**config.mk**
```make
export PLATFORM = sky130hd
export DESIGN_NAME = tcb_mon_top
export DESIGN_NICKNAME = d
export VERILOG_FILES = /design/src/hdl/tcb_mon_pkg.sv /design/src/hdl/tcb_mon_dly.sv /design/src/hdl/tcb_mon_ctl.sv /design/src/hdl/tcb_mon_fifo.sv /design/src/hdl/tcb_mon_top.sv
export SDC_FILE = /design/constraint.sdc
export NUM_CORES = 1
export LEC_CHECK = 0
export ABC_AREA = 1
export BUFFER_PORTS_ARGS = -buffer_cell sky130_fd_sc_hd__buf_2
export CAP_MARGIN = 0
export CORE_AREA = 2 2 318 383
export DETAILED_ROUTE_END_ITERATION = 10
export DIE_AREA = 0 0 320 385
export SLEW_MARGIN = 15
export SYNTH_ARGS = -nofsm -noshare
export SYNTH_HDL_FRONTEND = slang
export SYNTH_SLANG_ARGS = --single-unit
```
**constraint.sdc**
```tcl
create_clock -name mon -period 13.84 [get_ports mon]
set_input_delay 2.768 -clock mon [delete_from_list [all_inputs] [get_ports mon]]
set_output_delay 2.768 -clock mon [all_outputs]
set_load 0.01 [all_outputs]
```
**src/hdl/tcb_mon_pkg.sv**
```systemverilog
// shared widths and packed types for the bus-transfer monitor
// imported by the control, FIFO and top level
// record layout: request, then response, then cycle counters

`default_nettype none

package tcb_mon_pkg;

    ////////////////////////////////////////////////////////////////////////////
    // field widths
    ////////////////////////////////////////////////////////////////////////////

    // address and data bus widths
    localparam int unsigned ADR_W = 16;
    localparam int unsigned DAT_W = 32;

    // idle / back-pressure counters, saturating
    localparam int unsigned CNT_W = 8;

    ////////////////////////////////////////////////////////////////////////////
    // record parts
    ////////////////////////////////////////////////////////////////////////////

    // request channel, sampled on the transfer cycle
    typedef struct packed {
        logic             wen;
        logic [ADR_W-1:0] adr;
        logic [DAT_W-1:0] wdt;
    } req_t;

    // response channel, sampled DLY cycles later
    typedef struct packed {
        logic [DAT_W-1:0] rdt;
        logic             err;
    } rsp_t;

    // cycles spent before the transfer
    typedef struct packed {
        logic [CNT_W-1:0] idl;
        logic [CNT_W-1:0] bpr;
    } cnt_t;

    // one FIFO entry per transfer
    typedef struct packed {
        req_t req;
        rsp_t rsp;
        cnt_t cnt;
    } rec_t;

endpackage : tcb_mon_pkg

`default_nettype wire

```
**src/hdl/tcb_mon_dly.sv**
```systemverilog
// generic payload delay line, DLY register stages
// used for the request fields and for the captured counters
// first stage takes din on en, zero otherwise

`default_nettype none

module tcb_mon_dly #(
    // number of stages, at least 1
    parameter int unsigned DLY = 2,
    // payload type, any packed type
    parameter type         T   = logic
)(
    // clock and reset
    input  wire   mon,
    input  wire   arst_n,
    // load strobe and payload
    input  wire   en,
    input  wire T din,
    // payload after DLY cycles
    output T      dout
);

    ////////////////////////////////////////////////////////////////////////////
    // stages
    ////////////////////////////////////////////////////////////////////////////

    // stg[0] is the newest entry
    T stg [DLY];

    // shifts on every edge, no hold
    always_ff @(posedge mon or negedge arst_n) begin
        if (!arst_n) begin
            for (int unsigned i = 0; i < DLY; i++) begin
                stg[i] <= T'('0);
            end
        end else begin
            // empty slot when no transfer
            if (en) begin
                stg[0] <= din;
            end else begin
                stg[0] <= T'('0);
            end
            // move everything one step on
            for (int unsigned i = 1; i < DLY; i++) begin
                stg[i] <= stg[i-1];
            end
        end
    end

    // oldest stage
    assign dout = stg[DLY-1];

endmodule : tcb_mon_dly

`default_nettype wire

```
**src/hdl/tcb_mon_ctl.sv**
```systemverilog
// monitor control: transfer detection, idle and back-pressure counting,
// transfer strobe delay and FIFO write / overflow decision
// the bus is only observed, never driven or stalled

`default_nettype none

module tcb_mon_ctl
    import tcb_mon_pkg::*;
#(
    // response delay in cycles, at least 1
    parameter int unsigned DLY = 2
)(
    // clock and reset
    input  wire         mon,
    input  wire         arst_n,
    // bus handshake
    input  wire         bus_vld,
    input  wire         bus_rdy,
    // FIFO state and host pop
    input  wire         full,
    input  wire         rd,
    // transfer strobe and current counts
    output logic        trn,
    output cnt_t        cnt,
    // FIFO write and sticky overflow
    output logic        wr,
    output logic        ovf
);

    ////////////////////////////////////////////////////////////////////////////
    // transfer and cycle classification
    ////////////////////////////////////////////////////////////////////////////

    // delayed transfer strobe, last stage lines up with the response
    logic [DLY-1:0] trn_dly;

    // idle: nothing offered, slave ready
    logic           cyc_idl;
    // back-pressure: request offered, slave not ready
    logic           cyc_bpr;

    assign trn     =  bus_vld &  bus_rdy;
    assign cyc_idl = ~bus_vld &  bus_rdy;
    assign cyc_bpr =  bus_vld & ~bus_rdy;

    ////////////////////////////////////////////////////////////////////////////
    // saturating counters
    ////////////////////////////////////////////////////////////////////////////

    // counts go out with trn, then restart at zero
    always_ff @(posedge mon or negedge arst_n) begin
        if (!arst_n) begin
            cnt.idl <= '0;
            cnt.bpr <= '0;
        end else if (trn) begin
            cnt.idl <= '0;
            cnt.bpr <= '0;
        end else begin
            // stop at all ones
            if (cyc_idl && (cnt.idl != '1)) begin
                cnt.idl <= cnt.idl + 1'b1;
            end
            if (cyc_bpr && (cnt.bpr != '1)) begin
                cnt.bpr <= cnt.bpr + 1'b1;
            end
        end
    end

    ////////////////////////////////////////////////////////////////////////////
    // strobe delay, write and overflow
    ////////////////////////////////////////////////////////////////////////////

    // DLY-deep shift, same depth as the payload delay lines
    always_ff @(posedge mon or negedge arst_n) begin
        if (!arst_n) begin
            trn_dly <= '0;
        end else begin
            trn_dly[0] <= trn;
            for (int unsigned i = 1; i < DLY; i++) begin
                trn_dly[i] <= trn_dly[i-1];
            end
        end
    end

    // a pop on the same edge frees a slot, so full alone does not block
    assign wr = trn_dly[DLY-1] & (~full | rd);

    // record lost, flag stays set until reset
    always_ff @(posedge mon or negedge arst_n) begin
        if (!arst_n) begin
            ovf <= 1'b0;
        end else if (trn_dly[DLY-1] && full && !rd) begin
            ovf <= 1'b1;
        end
    end

    ////////////////////////////////////////////////////////////////////////////
    // bus protocol check
    ////////////////////////////////////////////////////////////////////////////

    // an offered request may not be withdrawn while stalled
    a_vld_hold: assert property (
        @(posedge mon) disable iff (!arst_n)
        (bus_vld && !bus_rdy) |=> bus_vld
    );

endmodule : tcb_mon_ctl

`default_nettype wire

```
**src/hdl/tcb_mon_fifo.sv**
```systemverilog
// record FIFO between the monitor and the host
// first-word fall-through: dout shows the oldest record while vld is high
// simultaneous write and read are allowed, also when full

`default_nettype none

module tcb_mon_fifo
    import tcb_mon_pkg::*;
#(
    // number of entries, power of two
    parameter int unsigned DEPTH = 8
)(
    // clock and reset
    input  wire        mon,
    input  wire        arst_n,
    // write side
    input  wire        wr,
    input  wire rec_t  din,
    // read side
    input  wire        rd,
    output rec_t       dout,
    // state
    output logic       vld,
    output logic       full
);

    ////////////////////////////////////////////////////////////////////////////
    // storage and pointers
    ////////////////////////////////////////////////////////////////////////////

    localparam int unsigned AW = $clog2(DEPTH);

    // occupancy value when every slot is used
    localparam logic [AW:0] CNT_FULL = (AW+1)'(DEPTH);

    // record memory
    rec_t mem [DEPTH];

    // pointers wrap naturally, DEPTH is a power of two
    logic [AW-1:0] wr_ptr;
    logic [AW-1:0] rd_ptr;

    // occupancy, one bit wider than the pointers
    logic [AW:0]   cnt;

    ////////////////////////////////////////////////////////////////////////////
    // write
    ////////////////////////////////////////////////////////////////////////////

    // when full and read together, wr_ptr == rd_ptr and the slot is freed
    always_ff @(posedge mon) begin
        if (wr) begin
            mem[wr_ptr] <= din;
        end
    end

    always_ff @(posedge mon or negedge arst_n) begin
        if (!arst_n) begin
            wr_ptr <= '0;
        end else if (wr) begin
            wr_ptr <= wr_ptr + 1'b1;
        end
    end

    ////////////////////////////////////////////////////////////////////////////
    // read and occupancy
    ////////////////////////////////////////////////////////////////////////////

    always_ff @(posedge mon or negedge arst_n) begin
        if (!arst_n) begin
            rd_ptr <= '0;
        end else if (rd) begin
            rd_ptr <= rd_ptr + 1'b1;
        end
    end

    // both together leave the count unchanged
    always_ff @(posedge mon or negedge arst_n) begin
        if (!arst_n) begin
            cnt <= '0;
        end else begin
            case ({wr, rd})
                2'b10:   cnt <= cnt + 1'b1;
                2'b01:   cnt <= cnt - 1'b1;
                default: cnt <= cnt;
            endcase
        end
    end

    assign dout = mem[rd_ptr];
    assign vld  = (cnt != '0);
    assign full = (cnt == CNT_FULL);

    ////////////////////////////////////////////////////////////////////////////
    // checks on the control and host side
    ////////////////////////////////////////////////////////////////////////////

    // control must drop a record instead of overwriting
    a_no_wr_full: assert property (
        @(posedge mon) disable iff (!arst_n)
        (wr && full) |-> rd
    );

    // host pop only counts while a record is shown
    a_no_rd_empty: assert property (
        @(posedge mon) disable iff (!arst_n)
        rd |-> vld
    );

endmodule : tcb_mon_fifo

`default_nettype wire

```
**src/hdl/tcb_mon_top.sv**
```systemverilog
// passive bus-transfer monitor, top level
// one record per transfer: request, delayed response, idle and
// back-pressure counts; records are drained through rec_rd pops
// DLY must match the bus response delay

`default_nettype none

module tcb_mon_top
    import tcb_mon_pkg::*;
#(
    parameter int unsigned DLY   = 2,
    parameter int unsigned DEPTH = 8
)(
    // clock and reset
    input  wire              mon,
    input  wire              arst_n,
    // bus handshake
    input  wire              bus_vld,
    input  wire              bus_rdy,
    // bus request
    input  wire              bus_wen,
    input  wire [ADR_W-1:0]  bus_adr,
    input  wire [DAT_W-1:0]  bus_wdt,
    // bus response, DLY cycles after the transfer
    input  wire [DAT_W-1:0]  bus_rdt,
    input  wire              bus_err,
    // host pop
    input  wire              rec_rd,
    // oldest record
    output logic             rec_vld,
    output logic             rec_wen,
    output logic [ADR_W-1:0] rec_adr,
    output logic [DAT_W-1:0] rec_wdt,
    output logic [DAT_W-1:0] rec_rdt,
    output logic             rec_err,
    output logic [CNT_W-1:0] rec_idl,
    output logic [CNT_W-1:0] rec_bpr,
    // records were lost
    output logic             ovf
);

    // control and FIFO handshake
    logic trn;
    logic wr;
    logic full;
    logic pop;

    // payloads before and after the delay lines
    req_t bus_req;
    req_t req_dly;
    cnt_t cnt_now;
    cnt_t cnt_dly;

    // FIFO in and out
    rec_t rec_in;
    rec_t rec_out;

    ////////////////////////////////////////////////////////////////////////////
    // control and delay lines
    ////////////////////////////////////////////////////////////////////////////

    // a pop only while a record is shown
    assign pop = rec_rd & rec_vld;

    tcb_mon_ctl #(
        .DLY (DLY)
    ) u_ctl (
        .mon     (mon),
        .arst_n  (arst_n),
        .bus_vld (bus_vld),
        .bus_rdy (bus_rdy),
        .full    (full),
        .rd      (pop),
        .trn     (trn),
        .cnt     (cnt_now),
        .wr      (wr),
        .ovf     (ovf)
    );

    assign bus_req = '{wen: bus_wen, adr: bus_adr, wdt: bus_wdt};

    // request fields follow the transfer strobe
    tcb_mon_dly #(
        .DLY (DLY),
        .T   (req_t)
    ) d_req (
        .mon    (mon),
        .arst_n (arst_n),
        .en     (trn),
        .din    (bus_req),
        .dout   (req_dly)
    );

    // counts captured on the transfer cycle
    tcb_mon_dly #(
        .DLY (DLY),
        .T   (cnt_t)
    ) d_cnt (
        .mon    (mon),
        .arst_n (arst_n),
        .en     (trn),
        .din    (cnt_now),
        .dout   (cnt_dly)
    );

    ////////////////////////////////////////////////////////////////////////////
    // record FIFO
    ////////////////////////////////////////////////////////////////////////////

    // delayed request and counts meet the live response here
    assign rec_in = '{req: req_dly, rsp: '{rdt: bus_rdt, err: bus_err}, cnt: cnt_dly};

    tcb_mon_fifo #(
        .DEPTH (DEPTH)
    ) u_fifo (
        .mon    (mon),
        .arst_n (arst_n),
        .wr     (wr),
        .din    (rec_in),
        .rd     (pop),
        .dout   (rec_out),
        .vld    (rec_vld),
        .full   (full)
    );

    // record fields to the host
    assign rec_wen = rec_out.req.wen;
    assign rec_adr = rec_out.req.adr;
    assign rec_wdt = rec_out.req.wdt;
    assign rec_rdt = rec_out.rsp.rdt;
    assign rec_err = rec_out.rsp.err;
    assign rec_idl = rec_out.cnt.idl;
    assign rec_bpr = rec_out.cnt.bpr;

endmodule : tcb_mon_top

`default_nettype wire

```
==> metrics.md <==
| Metric | Value |
|---|---|
| Starting DRT DRC Count | `1438` |
| CP peak stage delay | `0.89 ns` |
| I/O pins | `187` |
| Vias in the first global route | `20474` |
| Post-synth top cells | `784 x edfxtp_1, 775 x nor2_1, 333 x o21ai_0` |
| Initial antenna violation count | `4` |
| Clk pwr share | `0.310` |
| # setup viols final | `0` |
| Sequential element share of the synthesized area | `0.774` |
| Die ar. | `123000 sq um` |
| Count leader, synth | `edfxtp_1` |
| I/O Buffers | `186` |
| Simple-Gate Fraction of Synth Area | `0.0917` |
| Setup Buffers After CTS | `0` |
| Worst slew margin | `0.268` |
| TNS Setup | `0 ns` |
| Int Pwr | `0.00553 W` |
| Clock root cell | `clkbuf_16` |
| Row count | `139` |
| Yosys cell types | `31` |
| CTS hold repair buffers | `0` |
| Largest cells by area after synthesis | `edfxtp_1 66%, dfrtp_1 11%, nor2_1 8.2%` |
| Synth Area in XOR/XNOR | `0.00197` |
| Via count | `20643` |
| Final Wtd Congestion | `0.724` |
| Hold Fails Final Rpt | `0` |
| Worst hold start | `d_cnt.stg[22]` |
| DP Cell Count | `4272` |
| Switching power share of the total | `0.340` |
| Avg Cell Area, Syn | `13.4 sq um` |
| Routed wire per std cell | `18.3 um` |
| Final ANT Viol Nets | `0` |
| Worst Tran Pin Value | `1.10 ns` |
| Leakage power | `14.5 nW` |
| Fmax | `0.128 GHz` |
| CTS Buf Count | `96` |
| Pwr/cell area | `205 nW/um^2` |
| First-pass GRT wire length | `123 mm` |
| Logic pwr share | `0.288` |
| Clock sinks | `943` |
| Synth Register Bits | `943` |
| Post-synthesis mux area share | `0` |
| DRC Markers | `0` |
| Initial Util | `0.298` |
| Yosys top cell area share | `0.662` |
| Worst setup SP type | `flip-flop` |
| Min Tclk post-route | `7.84 ns` |
| Type of the worst setup path | `reg2out` |
| CTS tree | `yes` |
| CTS Buffer Depth | `3` |
| Data required, critical path | `11.07 ns` |
| Worst Setup SP | `u_fifo.rd_ptr[0]` |
| DRT Pass-1 Iters | `7` |
| WL final | `81.6 mm` |
| Crit end category | `primary output` |
| Clock Latency Late Sink | `0.68 ns` |
| DP HPWL | `42.2 mm` |
| Worst-path clk slew | `0.06 ns` |
| Post-Synth Adder-Cell Area | `0.00176` |
| Largest net degree at the start of global routing | `121` |
| Resized cells post-CTS | `0` |
| Async set-reset flop share out of synthesis | `0.169` |
| Layout cells sized above 1 | `0.134` |
| Ys flop type | `edfxtp_1` |
| Die Y | `385 um` |
| Largest family of logic cells by synthesized area | `compound AO/OA/AOI/OAI gates` |
| Critical Path Fanout Max | `96` |
| CP Cell Sequence | `buf_4, buf_4, buf_4, o21ai_0, o22ai_1, nor2_1, a31oi_1, buf_2` |
| Area Overhead vs Synth | `15.2%` |
| Critical R2R Launch | `u_fifo.cnt[0]` |
| Max VDD drop | `0.175 mV` |
| CP most frequent cell | `buf_4` |
| Worst hold path class | `reg2reg` |
| CP arrival | `5.07 ns` |
| Max-cap violations | `0` |
| Nets | `2911` |
| Psw | `0.00285 W` |
| Crit path max-delay cell type | `buf_4` |
| Post-Syn Area | `35600 sq um` |
| Post-Syn Instances | `2663` |
| Sequential power share | `0.402` |
| Synth Area in Compound Gates | `0.0938` |
| RSZ-0062 raised after global routing | `false` |
| Yosys Warn Count | `0` |
| Die Wd | `320 um` |
| H-tree levels | `3` |
| Vias/cell | `4.63` |
| Tcrit/Tclk final | `0.566` |
| Clock Skews | `0.0182 ns` |
| Final Slew Violations | `0` |
| GRT Util Overall | `0.131` |
| Syn nets | `2755` |
| Outcome | `finished clean` |
| Leading area contributor after synthesis | `edfxtp_1` |
| Fin cells | `4454` |
| Core Region | `119000 sq um` |
| GR Overflow Total | `0` |
| Post-synth EDFFs | `784` |
[power groups by stage]
stage	logic, W	clock network [W]	registers [W]
after floorplan	0.00172	0	0.00341
after global placement	0.00245	0	0.00343
after detailed placement	0.00248	0	0.00343
after CTS	0.00249	0.00268	0.00337
after global routing	0.00273	0.00278	0.00339
final	0.00242	0.00260	0.00337
[logic make-up after synthesis]
kind of cell | Yosys count
AOI/OAI and AO/OA | 617
and+or+nand+nor | 847
buffers and inverters | 243
adders and majority gates | 5
xor gates and xnor gates | 8
DFF | 943
[worst paths after layout]
check                                    end  slack (ns)  cells after the start
min in group asynchronous      d_req.stg[70]        2.21                      1
min reg2reg                    d_cnt.dout[6]        0.34                      0
min                            d_cnt.dout[6]        0.34                      0
max reg2reg                u_fifo.mem[0][44]       10.58                      8
max in group asynchronous      u_fifo.cnt[3]       10.19                      2
max                               rec_wdt[1]        6.00                      8
[worst max-delay path: cells and delay by family (launching register included)]
kind                   cells  cell delay, ns
buffers and inverters      4            2.71
AO/OA/AOI/OAI              3            0.82
flip-flops                 1            0.68
AND/OR/NAND/NOR            1            0.06
[through the flow]
step                utilization  area [sq um]  total power (W)  hold WS [ns]  worst slack, ns
finish                    0.344         41000          0.00839         0.342             6.00
global route              0.344         41000          0.00890         0.349             5.50
CTS                       0.343         41000          0.00854         0.346             5.80
detailed placement        0.317         37800          0.00591         0.335             6.55
global placement          0.317         37800          0.00588         0.331             6.70
floorplan                     -         35600          0.00512         0.331             5.89
[layout make-up]
cell class / instances / area (sq um)
Multi-Input combinational cell: 1477 / 6800
Fill cell: 11622 / 78300
Inverter: 84 / 335
Tap cell: 1551 / 1940
Clock inverter: 55 / 569
Clock buffer: 125 / 2630
Sequential cell: 943 / 27500
Timing Repair Buffer: 217 / 1170
Antenna cell: 2 / 5.00
[cell usage in the layout (no fill, tap or decap), types with 3 or more instances in the layout]
| master | n |
|---|---|
| edfxtp_1 | 784 |
| nor2_1 | 767 |
| o21ai_0 | 333 |
| buf_2 | 185 |
| dfrtp_1 | 157 |
| a31oi_1 | 98 |
| o22ai_1 | 98 |
| clkbuf_16 | 98 |
| inv_1 | 80 |
| o21ai_1 | 75 |
| nand2_1 | 38 |
| buf_4 | 31 |
| clkbuf_1 | 19 |
| nand3_1 | 14 |
| clkinv_2 | 14 |
| clkinv_1 | 13 |
| a21oi_1 | 11 |
| bufinv_16 | 9 |
| clkbuf_8 | 9 |
| nor2_4 | 8 |
| inv_6 | 8 |
| nand4_1 | 7 |
| xor2_1 | 7 |
| clkinvlp_4 | 7 |
| ha_1 | 5 |
| nor3_1 | 4 |
| nand2_4 | 3 |
| clkinv_8 | 3 |
[flip-flops by register name, indices dropped and copies added (netlist names)]
name           count
d_cnt.stg         16
u_fifo.cnt         4
d_req.dout        49
u_ctl.cnt         16
u_ctl.trn_dly      2
d_cnt.dout        16
u_fifo.wr_ptr      3
u_fifo.mem       784
d_req.stg         49
u_fifo.rd_ptr      3
u_ctl.ovf          1
[per-layer routing]
| metal | global-route usage | routed length, um | vias to the layer above |
|---|---|---|---|
| met4 | 0.0458 | 1980 | 0 |
| met2 | 0.228 | 40700 | 453 |
| met3 | 0.0270 | 4200 | 111 |
| li1 | - | - | 9835 |
| met5 | 0 | 0 | - |
| met1 | 0.162 | 34700 | 10244 |
(Power assumes the default switching activity.)
